**config.mk**
```make
export PLATFORM = sky130hd
export DESIGN_NAME = dec_top
export DESIGN_NICKNAME = d
export VERILOG_FILES = /design/src/source/dec_pkg.sv /design/src/source/branch_unit.sv /design/src/source/dec_top.sv /design/src/source/fetch_port.sv /design/src/source/inst_decoder.sv /design/src/source/issue_port.sv /design/src/source/operand_select.sv
export VERILOG_INCLUDE_DIRS = /design/src /design/src/include
export SDC_FILE = /design/constraint.sdc
export NUM_CORES = 1
export LEC_CHECK = 0
export BUFFER_PORTS_ARGS = -buffer_cell sky130_fd_sc_hd__buf_2
export CORE_MARGIN = 3
export CORE_UTILIZATION = 38
export CTS_CLUSTER_DIAMETER = 30
export CTS_CLUSTER_SIZE = 24
export DETAILED_ROUTE_END_ITERATION = 16
export GPL_TIMING_DRIVEN = 0
export SLEW_MARGIN = 20
export SYNTH_ARGS = -nofsm -noshare
export SYNTH_HDL_FRONTEND = slang
export SYNTH_SLANG_ARGS = --single-unit
export TNS_END_PERCENT = 100
```
**constraint.sdc**
```tcl
create_clock -name clk -period 10.2 [get_ports clk]
set_input_delay 0.51 -clock clk [delete_from_list [all_inputs] [get_ports clk]]
set_output_delay 0.51 -clock clk [all_outputs]
set_load 0.005 [all_outputs]
```
**src/include/dec_consts.svh**
```systemverilog
`ifndef DEC_CONSTS_SVH
`define DEC_CONSTS_SVH

`define DEC_XLEN     32
`define DEC_RADDR_W  5
`define DEC_ALUOP_W  8
`define DEC_ALUSEL_W 3
`define DEC_LINK_REG 5'd1

// 3R group and shift immediates, inst[31:15]
`define OP_ADDW      17'h00020
`define OP_SUBW      17'h00022
`define OP_SLT       17'h00024
`define OP_SLTU      17'h00025
`define OP_NOR       17'h00028
`define OP_AND       17'h00029
`define OP_OR        17'h0002a
`define OP_XOR       17'h0002b
`define OP_SLLW      17'h0002e
`define OP_SRLW      17'h0002f
`define OP_SRAW      17'h00030
`define OP_SLLIW     17'h00081
`define OP_SRLIW     17'h00089
`define OP_SRAIW     17'h00091

// 2RI12 group, inst[31:22]
`define OP_SLTI      10'h008
`define OP_SLTUI     10'h009
`define OP_ADDIW     10'h00a
`define OP_ANDI      10'h00d
`define OP_ORI       10'h00e
`define OP_XORI      10'h00f

// 1RI20 group, inst[31:25]
`define OP_LU12I     7'h0a
`define OP_PCADDU12I 7'h0e

// Jumps and branches, inst[31:26]
`define OP_JIRL      6'h13
`define OP_B         6'h14
`define OP_BL        6'h15
`define OP_BEQ       6'h16
`define OP_BNE       6'h17
`define OP_BLT       6'h18
`define OP_BGE       6'h19
`define OP_BLTU      6'h1a
`define OP_BGEU      6'h1b

`define ALU_SEL_NOP         3'd0
`define ALU_SEL_LOGIC       3'd1
`define ALU_SEL_SHIFT       3'd2
`define ALU_SEL_ARITHMETIC  3'd3
`define ALU_SEL_JUMP_BRANCH 3'd4

`define ALU_NOP       8'h00
`define ALU_ADDW      8'h01
`define ALU_SUBW      8'h02
`define ALU_SLT       8'h03
`define ALU_SLTU      8'h04
`define ALU_NOR       8'h05
`define ALU_AND       8'h06
`define ALU_OR        8'h07
`define ALU_XOR       8'h08
`define ALU_SLLW      8'h09
`define ALU_SRLW      8'h0a
`define ALU_SRAW      8'h0b
`define ALU_SLTI      8'h0c
`define ALU_SLTUI     8'h0d
`define ALU_ADDIW     8'h0e
`define ALU_ANDI      8'h0f
`define ALU_ORI       8'h10
`define ALU_XORI      8'h11
`define ALU_SLLIW     8'h12
`define ALU_SRLIW     8'h13
`define ALU_SRAIW     8'h14
`define ALU_LU12I     8'h15
`define ALU_PCADDU12I 8'h16
`define ALU_BEQ       8'h17
`define ALU_BNE       8'h18
`define ALU_BLT       8'h19
`define ALU_BGE       8'h1a
`define ALU_BLTU      8'h1b
`define ALU_BGEU      8'h1c
`define ALU_B         8'h1d
`define ALU_BL        8'h1e
`define ALU_JIRL      8'h1f

// Branch kinds
`define BR_NONE 4'd0
`define BR_EQ   4'd1
`define BR_NE   4'd2
`define BR_LT   4'd3
`define BR_GE   4'd4
`define BR_LTU  4'd5
`define BR_GEU  4'd6
`define BR_B    4'd7
`define BR_BL   4'd8
`define BR_JIRL 4'd9

// Issue handshake states
`define ISS_IDLE    2'd0
`define ISS_WAIT_HI 2'd1
`define ISS_WAIT_LO 2'd2

`endif

```
**src/source/dec_pkg.sv**
```systemverilog
package dec_pkg;

`include "dec_consts.svh"

    typedef logic [`DEC_XLEN-1:0]    word_t;
    typedef logic [`DEC_RADDR_W-1:0] raddr_t;
    typedef logic [3:0]              br_kind_t;

    // Same 32-bit word under the four encodings
    typedef union packed {
        struct packed {
            logic [16:0] opcode17;
            raddr_t      rk;
            raddr_t      rj;
            raddr_t      rd;
        } fmt_3r;
        struct packed {
            logic [9:0]  opcode10;
            logic [11:0] imm12;
            raddr_t      rj;
            raddr_t      rd;
        } fmt_2ri12;
        struct packed {
            logic [6:0]  opcode7;
            logic [19:0] imm20;
            raddr_t      rd;
        } fmt_1ri20;
        struct packed {
            logic [5:0]  opcode6;
            logic [15:0] offs16;
            raddr_t      rj;
            raddr_t      rd;
        } fmt_br16;
    } inst_u;

    typedef struct packed {
        inst_u inst;
        word_t pc;
    } fetch_t;

    // One write seen in a later stage
    typedef struct packed {
        logic   en;
        raddr_t addr;
        word_t  data;
    } reg_write_t;

    typedef struct packed {
        logic [`DEC_ALUOP_W-1:0]  aluop;
        logic [`DEC_ALUSEL_W-1:0] alusel;
        logic                     wr_en;
        raddr_t                   wr_addr;
        logic                     rd1_en;
        logic                     rd2_en;
        raddr_t                   rd1_addr;
        raddr_t                   rd2_addr;
        logic                     use_pc1;
        word_t                    imm;
        br_kind_t                 br_kind;
    } ctrl_t;

    typedef struct packed {
        logic [`DEC_ALUOP_W-1:0]  aluop;
        logic [`DEC_ALUSEL_W-1:0] alusel;
        word_t                    src1;
        word_t                    src2;
        logic                     wr_en;
        raddr_t                   wr_addr;
        word_t                    link_data;
    } issue_t;

    typedef struct packed {
        logic  taken;
        word_t target;
    } redirect_t;

endpackage

```
**src/source/branch_unit.sv**
```systemverilog
`timescale 1ns/1ns
`include "dec_consts.svh"

module branch_unit import dec_pkg::*; (
    input  ctrl_t     ctrl_i,
    input  fetch_t    slot_i,
    input  word_t     src1_i,
    input  word_t     src2_i,
    output redirect_t redirect_o,
    output word_t     link_data_o
);

    inst_u inst;
    word_t off16;
    word_t off26;
    logic  eq;
    logic  lt;
    logic  ltu;
    logic  taken;

    assign inst  = slot_i.inst;
    assign off16 = {{14{inst.fmt_br16.offs16[15]}}, inst.fmt_br16.offs16, 2'b00};
    // B and BL spread the offset over rj, rd and offs16
    assign off26 = {{4{inst.fmt_br16.rj[4]}}, inst.fmt_br16.rj, inst.fmt_br16.rd,
                    inst.fmt_br16.offs16, 2'b00};

    assign eq  = src1_i == src2_i;
    assign lt  = $signed(src1_i) < $signed(src2_i);
    assign ltu = src1_i < src2_i;

    always_comb begin
        case (ctrl_i.br_kind)
            `BR_EQ:  taken = eq;
            `BR_NE:  taken = !eq;
            `BR_LT:  taken = lt;
            `BR_GE:  taken = !lt;
            `BR_LTU: taken = ltu;
            `BR_GEU: taken = !ltu;
            `BR_B, `BR_BL, `BR_JIRL: taken = 1'b1;
            default: taken = 1'b0;
        endcase
        redirect_o.taken  = taken;
        redirect_o.target = '0;
        if (taken) begin
            case (ctrl_i.br_kind)
                `BR_B, `BR_BL: redirect_o.target = slot_i.pc + off26;
                `BR_JIRL:      redirect_o.target = src1_i + off16;
                default:       redirect_o.target = slot_i.pc + off16;
            endcase
        end
    end

    assign link_data_o = (ctrl_i.br_kind == `BR_BL || ctrl_i.br_kind == `BR_JIRL) ?
                         slot_i.pc + 32'd4 : '0;

endmodule

```
**src/source/dec_top.sv**
```systemverilog
`timescale 1ns/1ns

module dec_top import dec_pkg::*; (
    input  logic         clk,
    input  logic         rst,
    input  logic         fetch_req_i,
    input  fetch_t       fetch_i,
    output logic         fetch_ack_o,
    output raddr_t [1:0] rf_rd_o,
    input  word_t  [1:0] rf_data_i,
    input  reg_write_t   fwd_ex_i,
    input  reg_write_t   fwd_mem_i,
    output logic         ex_req_o,
    output issue_t       ex_o,
    output redirect_t    redirect_o,
    input  logic         ex_ack_i
);

    logic      slot_full;
    logic      take;
    fetch_t    slot;
    ctrl_t     ctrl;
    word_t     src1;
    word_t     src2;
    word_t     link_data;
    redirect_t redirect;

    assign rf_rd_o[0] = ctrl.rd1_addr;
    assign rf_rd_o[1] = ctrl.rd2_addr;

    fetch_port fetch_port_i (
        .clk         (clk),
        .rst         (rst),
        .fetch_req_i (fetch_req_i),
        .fetch_i     (fetch_i),
        .fetch_ack_o (fetch_ack_o),
        .take_i      (take),
        .slot_full_o (slot_full),
        .slot_o      (slot)
    );

    inst_decoder inst_decoder_i (
        .slot_i (slot),
        .ctrl_o (ctrl)
    );

    operand_select operand_select_i (
        .ctrl_i    (ctrl),
        .pc_i      (slot.pc),
        .rf_data_i (rf_data_i),
        .fwd_ex_i  (fwd_ex_i),
        .fwd_mem_i (fwd_mem_i),
        .src1_o    (src1),
        .src2_o    (src2)
    );

    branch_unit branch_unit_i (
        .ctrl_i      (ctrl),
        .slot_i      (slot),
        .src1_i      (src1),
        .src2_i      (src2),
        .redirect_o  (redirect),
        .link_data_o (link_data)
    );

    issue_port issue_port_i (
        .clk         (clk),
        .rst         (rst),
        .slot_full_i (slot_full),
        .ctrl_i      (ctrl),
        .src1_i      (src1),
        .src2_i      (src2),
        .link_data_i (link_data),
        .redirect_i  (redirect),
        .take_o      (take),
        .ex_req_o    (ex_req_o),
        .ex_o        (ex_o),
        .redirect_o  (redirect_o),
        .ex_ack_i    (ex_ack_i)
    );

endmodule

```
**src/source/fetch_port.sv**
```systemverilog
`timescale 1ns/1ns

module fetch_port import dec_pkg::*; (
    input  logic   clk,
    input  logic   rst,
    input  logic   fetch_req_i,
    input  fetch_t fetch_i,
    output logic   fetch_ack_o,
    input  logic   take_i,
    output logic   slot_full_o,
    output fetch_t slot_o
);

    logic capture;

    // Previous handshake must be closed and the slot free
    assign capture = fetch_req_i && !fetch_ack_o && !slot_full_o;

    always_ff @(posedge clk) begin
        if (capture) begin
            slot_o <= fetch_i;
        end
    end

    always_ff @(posedge clk) begin
        if (rst) begin
            slot_full_o <= 1'b0;
            fetch_ack_o <= 1'b0;
        end else begin
            if (capture) begin
                slot_full_o <= 1'b1;
            end else if (take_i) begin
                slot_full_o <= 1'b0;
            end
            // Ack only once the word has moved on to issue
            if (take_i) begin
                fetch_ack_o <= 1'b1;
            end else if (!fetch_req_i) begin
                fetch_ack_o <= 1'b0;
            end
        end
    end

    assert property (@(posedge clk) disable iff (rst)
        (fetch_req_i && !fetch_ack_o) ##1 (fetch_req_i && !fetch_ack_o) |-> $stable(fetch_i));

    assert property (@(posedge clk) disable iff (rst) take_i |-> slot_full_o);

endmodule

```
**src/source/inst_decoder.sv**
```systemverilog
`timescale 1ns/1ns
`include "dec_consts.svh"

module inst_decoder import dec_pkg::*; (
    input  fetch_t slot_i,
    output ctrl_t  ctrl_o
);

    inst_u                    inst;
    logic [`DEC_ALUOP_W-1:0]  op;
    logic [`DEC_ALUSEL_W-1:0] sel;
    br_kind_t                 kind;
    logic                     rr;
    logic                     ri5;
    logic                     sx12;
    logic                     zx12;
    logic                     hi20;
    logic                     pc1;
    logic                     cb;
    logic                     one_src;

    assign inst = slot_i.inst;

    always_comb begin
        op   = `ALU_NOP;
        sel  = `ALU_SEL_NOP;
        kind = `BR_NONE;
        {rr, ri5, sx12, zx12, hi20, pc1, cb} = 7'b0;

        case (inst.fmt_3r.opcode17)
            `OP_ADDW:  {op, sel, rr} = {`ALU_ADDW, `ALU_SEL_ARITHMETIC, 1'b1};
            `OP_SUBW:  {op, sel, rr} = {`ALU_SUBW, `ALU_SEL_ARITHMETIC, 1'b1};
            `OP_SLT:   {op, sel, rr} = {`ALU_SLT, `ALU_SEL_ARITHMETIC, 1'b1};
            `OP_SLTU:  {op, sel, rr} = {`ALU_SLTU, `ALU_SEL_ARITHMETIC, 1'b1};
            `OP_NOR:   {op, sel, rr} = {`ALU_NOR, `ALU_SEL_LOGIC, 1'b1};
            `OP_AND:   {op, sel, rr} = {`ALU_AND, `ALU_SEL_LOGIC, 1'b1};
            `OP_OR:    {op, sel, rr} = {`ALU_OR, `ALU_SEL_LOGIC, 1'b1};
            `OP_XOR:   {op, sel, rr} = {`ALU_XOR, `ALU_SEL_LOGIC, 1'b1};
            `OP_SLLW:  {op, sel, rr} = {`ALU_SLLW, `ALU_SEL_SHIFT, 1'b1};
            `OP_SRLW:  {op, sel, rr} = {`ALU_SRLW, `ALU_SEL_SHIFT, 1'b1};
            `OP_SRAW:  {op, sel, rr} = {`ALU_SRAW, `ALU_SEL_SHIFT, 1'b1};
            `OP_SLLIW: {op, sel, ri5} = {`ALU_SLLIW, `ALU_SEL_SHIFT, 1'b1};
            `OP_SRLIW: {op, sel, ri5} = {`ALU_SRLIW, `ALU_SEL_SHIFT, 1'b1};
            `OP_SRAIW: {op, sel, ri5} = {`ALU_SRAIW, `ALU_SEL_SHIFT, 1'b1};
            default: ;
        endcase

        case (inst.fmt_2ri12.opcode10)
            `OP_SLTI:  {op, sel, sx12} = {`ALU_SLTI, `ALU_SEL_ARITHMETIC, 1'b1};
            `OP_SLTUI: {op, sel, sx12} = {`ALU_SLTUI, `ALU_SEL_ARITHMETIC, 1'b1};
            `OP_ADDIW: {op, sel, sx12} = {`ALU_ADDIW, `ALU_SEL_ARITHMETIC, 1'b1};
            `OP_ANDI:  {op, sel, zx12} = {`ALU_ANDI, `ALU_SEL_LOGIC, 1'b1};
            `OP_ORI:   {op, sel, zx12} = {`ALU_ORI, `ALU_SEL_LOGIC, 1'b1};
            `OP_XORI:  {op, sel, zx12} = {`ALU_XORI, `ALU_SEL_LOGIC, 1'b1};
            default: ;
        endcase

        case (inst.fmt_1ri20.opcode7)
            `OP_LU12I:     {op, sel, hi20} = {`ALU_LU12I, `ALU_SEL_LOGIC, 1'b1};
            `OP_PCADDU12I: {op, sel, hi20, pc1} = {`ALU_PCADDU12I, `ALU_SEL_ARITHMETIC, 2'b11};
            default: ;
        endcase

        case (inst.fmt_br16.opcode6)
            `OP_BEQ:  {op, kind, cb} = {`ALU_BEQ, `BR_EQ, 1'b1};
            `OP_BNE:  {op, kind, cb} = {`ALU_BNE, `BR_NE, 1'b1};
            `OP_BLT:  {op, kind, cb} = {`ALU_BLT, `BR_LT, 1'b1};
            `OP_BGE:  {op, kind, cb} = {`ALU_BGE, `BR_GE, 1'b1};
            `OP_BLTU: {op, kind, cb} = {`ALU_BLTU, `BR_LTU, 1'b1};
            `OP_BGEU: {op, kind, cb} = {`ALU_BGEU, `BR_GEU, 1'b1};
            `OP_B:    {op, kind} = {`ALU_B, `BR_B};
            `OP_BL:   {op, kind} = {`ALU_BL, `BR_BL};
            `OP_JIRL: {op, kind} = {`ALU_JIRL, `BR_JIRL};
            default: ;
        endcase
    end

    // rj plus an immediate
    assign one_src = ri5 || sx12 || zx12 || hi20;

    always_comb begin
        ctrl_o.aluop    = op;
        ctrl_o.alusel   = (kind == `BR_NONE) ? sel : `ALU_SEL_JUMP_BRANCH;
        ctrl_o.br_kind  = kind;
        ctrl_o.use_pc1  = pc1;
        ctrl_o.wr_en    = rr || one_src || kind == `BR_BL || kind == `BR_JIRL;
        ctrl_o.wr_addr  = (kind == `BR_BL) ? `DEC_LINK_REG : inst.fmt_3r.rd;
        ctrl_o.rd1_en   = rr || one_src || cb || kind == `BR_JIRL;
        ctrl_o.rd2_en   = rr || cb;
        // LU12I adds to r0
        ctrl_o.rd1_addr = hi20 ? '0 : inst.fmt_3r.rj;
        ctrl_o.rd2_addr = cb ? inst.fmt_br16.rd : inst.fmt_3r.rk;
        if (sx12) begin
            ctrl_o.imm = {{20{inst.fmt_2ri12.imm12[11]}}, inst.fmt_2ri12.imm12};
        end else if (zx12) begin
            ctrl_o.imm = {20'b0, inst.fmt_2ri12.imm12};
        end else if (hi20) begin
            ctrl_o.imm = {inst.fmt_1ri20.imm20, 12'b0};
        end else begin
            ctrl_o.imm = {27'b0, inst.fmt_3r.rk};
        end
    end

endmodule

```
**src/source/issue_port.sv**
```systemverilog
`timescale 1ns/1ns
`include "dec_consts.svh"

module issue_port import dec_pkg::*; (
    input  logic      clk,
    input  logic      rst,
    input  logic      slot_full_i,
    input  ctrl_t     ctrl_i,
    input  word_t     src1_i,
    input  word_t     src2_i,
    input  word_t     link_data_i,
    input  redirect_t redirect_i,
    output logic      take_o,
    output logic      ex_req_o,
    output issue_t    ex_o,
    output redirect_t redirect_o,
    input  logic      ex_ack_i
);

    logic [1:0] state;

    assign take_o   = slot_full_i && state == `ISS_IDLE;
    assign ex_req_o = state == `ISS_WAIT_HI;

    always_ff @(posedge clk) begin
        if (rst) begin
            state            <= `ISS_IDLE;
            redirect_o.taken <= 1'b0;
        end else begin
            case (state)
                `ISS_IDLE: begin
                    if (take_o) begin
                        state      <= `ISS_WAIT_HI;
                        redirect_o <= redirect_i;
                    end
                end
                `ISS_WAIT_HI: begin
                    if (ex_ack_i) begin
                        state <= `ISS_WAIT_LO;
                    end
                end
                // Sink has to release ack before the next request
                `ISS_WAIT_LO: begin
                    if (!ex_ack_i) begin
                        state <= `ISS_IDLE;
                    end
                end
                default: state <= `ISS_IDLE;
            endcase
        end
    end

    always_ff @(posedge clk) begin
        if (take_o) begin
            ex_o.aluop     <= ctrl_i.aluop;
            ex_o.alusel    <= ctrl_i.alusel;
            ex_o.src1      <= src1_i;
            ex_o.src2      <= src2_i;
            ex_o.wr_en     <= ctrl_i.wr_en;
            ex_o.wr_addr   <= ctrl_i.wr_addr;
            ex_o.link_data <= link_data_i;
        end
    end

    // Execute may raise ack only against a pending request
    assert property (@(posedge clk) disable iff (rst) $rose(ex_ack_i) |-> ex_req_o);

endmodule

```
**src/source/operand_select.sv**
```systemverilog
`timescale 1ns/1ns

module operand_select import dec_pkg::*; (
    input  ctrl_t       ctrl_i,
    input  word_t       pc_i,
    input  word_t [1:0] rf_data_i,
    input  reg_write_t  fwd_ex_i,
    input  reg_write_t  fwd_mem_i,
    output word_t       src1_o,
    output word_t       src2_o
);

    // Execute wins over memory, memory over the register file
    function automatic word_t pick(input logic en, input raddr_t addr, input word_t rf,
                                   input word_t imm, input reg_write_t ex,
                                   input reg_write_t mem);
        if (!en) begin
            return imm;
        end
        if (ex.en && ex.addr == addr) begin
            return ex.data;
        end
        if (mem.en && mem.addr == addr) begin
            return mem.data;
        end
        return rf;
    endfunction

    always_comb begin
        if (ctrl_i.use_pc1) begin
            src1_o = pc_i;
        end else begin
            src1_o = pick(ctrl_i.rd1_en, ctrl_i.rd1_addr, rf_data_i[0], ctrl_i.imm,
                          fwd_ex_i, fwd_mem_i);
        end
        src2_o = pick(ctrl_i.rd2_en, ctrl_i.rd2_addr, rf_data_i[1], ctrl_i.imm,
                      fwd_ex_i, fwd_mem_i);
    end

endmodule
```
==> summary.txt <==
STA
  – Worst Tran Pin Value: 1050 ps
  – Final setup margin: 2420 ps
  – Pins Over Slew Limit: 0
  – Smallest hold slack: 98.2 ps
  – Fmax: 128 MHz
  – Final min period: 7780 ps
  – Slew headroom: 29.9%
  – Setup TNS: 0 ps
  – Tcrit/Tclk final: 76.3%
  – Finish-stage setup viols: 0
  – Setup Skew: 20.4 ps
  – Final Hold Fails: 0
  – RSZ-0062 raised after global routing: false

Drt
  – Drt total wl: 64700 um
  – Drc violations: 0
  – Antenna Nets Post-Route: 0
  – DRT Pass-1 Iters: 5
  – Avg WL per Cell: 24.9 um
  – Iter 0 DRT Violations: 1095
  – Vias per inst: 5.82
  – Vias post-DR: 15200

Finish
  – Layout Nets: 2337
  – Final Non-Filler Cells: 2604
  – Fin util: 49.5%
  – Register Area: 6290 um^2
  – Layout cells sized above 1: 27.0%
  – Multi-input combinational cell area: 8540 um^2
  – Filler instances: 3860
  – Design area: 19800 um^2
  – Area added between synthesis and finish: 28.4%

Placement
  – Detail Placement HPWL: 51200 um
  – Placement Cell Area: 18100 um^2
  – Routability Congestion: 0.952
  – Post-placement cell count: 2510
  – Dpl ws: 2600 ps
  – I/O Buffers: 362

Worst setup path
  – Startpoint Class: flip-flop
  – Required @ worst endpoint: 10450 ps
  – Critical path arrival: 8040 ps
  – Worst Setup End Kind: flip-flop
  – Crit path max fanout: 22
  – Critical setup path kind: flip-flop to flip-flop

Synth
  – Dominant synthesized flop cell: edfxtp_1
  – Post-synthesis mux area share: 5.78%
  – Sequential fraction of the synthesis area: 40.8%
  – Post-synthesis adder-cell area fraction: 7.65%
  – Synthesized flop and latch total: 211
  – Largest family of logic cells by synthesized area: compound AO/OA/AOI/OAI gates
  – Yosys warns: 0
  – Synthesized area: 15400 um^2
  – EDFF count, synth: 206
  – Cells after synthesis: 1605
  – XOR/XNOR Fraction of Synth Area: 4.55%
  – Compound-gate portion of the synthesized area: 18.7%
  – Mean Syn Cell Area: 9.60 um^2
  – Post-synth ARST share: 0%
  – Post-synth cell types: 87
  – Simple-Gate Fraction of Synth Area: 18.5%

Clock network
  – PostCTS Resize Cnt: 0
  – Hold Buf Count CTS: 0
  – Postcts setup bufs: 0
  – Clock Sinks: 211
  – Buffer depth of the longest clock path: 3
  – Clock slew at reported path FFs: 50 ps
  – CTS Buf Count: 49
  – Clk Latency, worst-skew pair: 580 ps
  – H-tree Lvls: 2
  – CTS tree: built
  – CTS Root Cell: clkbuf_16

Die
  – Core Footprint: 39900 um^2
  – I/O pins: 366
  – DIE WIDTH: 207 um
  – Number of placement rows: 73
  – Initial Util: 38.6%
  – Die height: 207 um
  – Total die area: 43000 um^2

Power
  – Power after layout: 3.44 mW
  – Leakage power: 8.58 nW
  – Power density over the cells: 174 nW/um^2
  – Worst vdd ir: 167 uV

GRT
  – First-pass GRT wire length: 93600 um
  – Initial antenna violation count: 8
  – Vias in the first global route: 14700
  – Total track usage: 29.0%
  – Pin count of the biggest net entering global routing: 27
  – Gr ovfl total: 0

Min path
  – Hold WC Path Type: input port to flip-flop

Outcome
  – Outcome: complete, no violations

Run
  – Max-cap violations: 0
==> cell usage after synthesis (all sizes together) (14+ instances only) <==
library cell	count	share of area [%]
a311oi	20	1.1
edfxtp	206	40
xnor2	50	2.8
nor2	133	3.3
mux2i	77	5.1
a21o	24	1.2
a22o	27	1.5
nand4	18	0.73
xor2	30	1.7
a21oi	94	3.1
ha	91	7.4
clkbuf	58	1.4
o21ai	79	2.6
a211oi	27	1.3
nor2b	17	0.69
or2	38	1.5
and2	14	0.57
nor3	28	0.94
and3	28	1.2
a311o	21	1.4
inv	32	0.78
nand2	216	5.3
buf	42	1.8
nand3	37	1.2
nand2b	15	0.61
==> layout make-up <==
| cell class | instances | area share (%) |
|---|---|---|
| multi-input combinational | 1264 | 43.2 |
| sequential | 211 | 31.8 |
| clock inverter | 41 | 2.17 |
| inverter | 32 | 0.607 |
| tap | 525 | 3.32 |
| timing repair buffer | 378 | 10.2 |
| antenna | 2 | 0.0253 |
| clock buffer | 51 | 6.24 |
| buffer | 100 | 2.48 |
==> state kept, by name, summed over array words and instances, names as in the netlist <==
name	flops
fetch_port_i.slot_o	64
issue_port_i.redirect_o	33
issue_port_i.ex_o	110
fetch_port_i.slot_full_o	1
fetch_port_i.fetch_ack_o	1
issue_port_i.state	2
==> kinds of logic (layout without fill, tap and decap cells) <==
group,count (synthesis),after routing
compound gates,412,412
xor+xnor,80,80
fa+ha+maj,93,93
buf+inv,132,602
flops,211,211
mux,87,87
other cells,1,5
simple gates,589,589
==> critical path, stage by stage (launching register included) <==
cell and delay [ps]:
edfxtp_1 790, nor3_1 470, buf_2 310, a22oi_1 90, o32ai_1 430, nand4_1 450
buf_2 370, buf_2 280, mux2i_1 180, o21ai_0 330, a22o_1 360, ha_1 310
a2111oi_0 550, nand2_1 100, a31oi_1 240, o21ai_0 130, a21oi_1 200, o21ai_0 160
mux2i_1 240, nor2_1 440, clkbuf_1 730, a21oi_1 250
==> worst paths after layout <==
| path | start | end | slack (ps) | cells after the start |
|---|---|---|---|---|
| worst min register to register | issue_port_i.redirect_o[32] | issue_port_i.redirect_o[32] | 510 | 2 |
| worst max register to register | fetch_port_i.slot_o[57] | issue_port_i.redirect_o[1] | 2420 | 21 |
| worst min-delay path | fetch_i[6] | fetch_port_i.slot_o[6] | 100 | 1 |
| worst max-delay path | fetch_port_i.slot_o[57] | issue_port_i.redirect_o[1] | 2420 | 21 |
==> per-layer routing <==
layer	vias to the layer above	part of all wire, %	GRT usage [%]
met4	14	4.4	12.3
li1	6938	-	-
met3	154	8.9	7.24
met2	786	45	45.7
met5	-	0.12	0
met1	7262	42	38.1
==> power by group <==
group          internal [mW]  switching, mW  total (mW)
Sequential              1.04         0.0765        1.12
Clock                   1.00          0.563        1.56
Combinational          0.310          0.451       0.761
==> cell usage in the layout, fill, tap and decap left out, types with 18 or more instances in the layout <==
master     instances
buf_2            382
nand2_1          216
edfxtp_1         206
nor2_1           132
a21oi_1           93
ha_1              91
mux2i_1           75
o21ai_0           75
clkbuf_1          60
xnor2_1           50
clkbuf_16         49
nand3_1           36
inv_1             32
xor2_1            30
nor3_1            27
and3_1            27
a22o_1            27
a211oi_1          27
a21o_1            24
or2_2             22
buf_4             21
a311o_1           21
a311oi_1          20
nand4_1           18
Note: power is estimated with default switching activity, not from simulation.
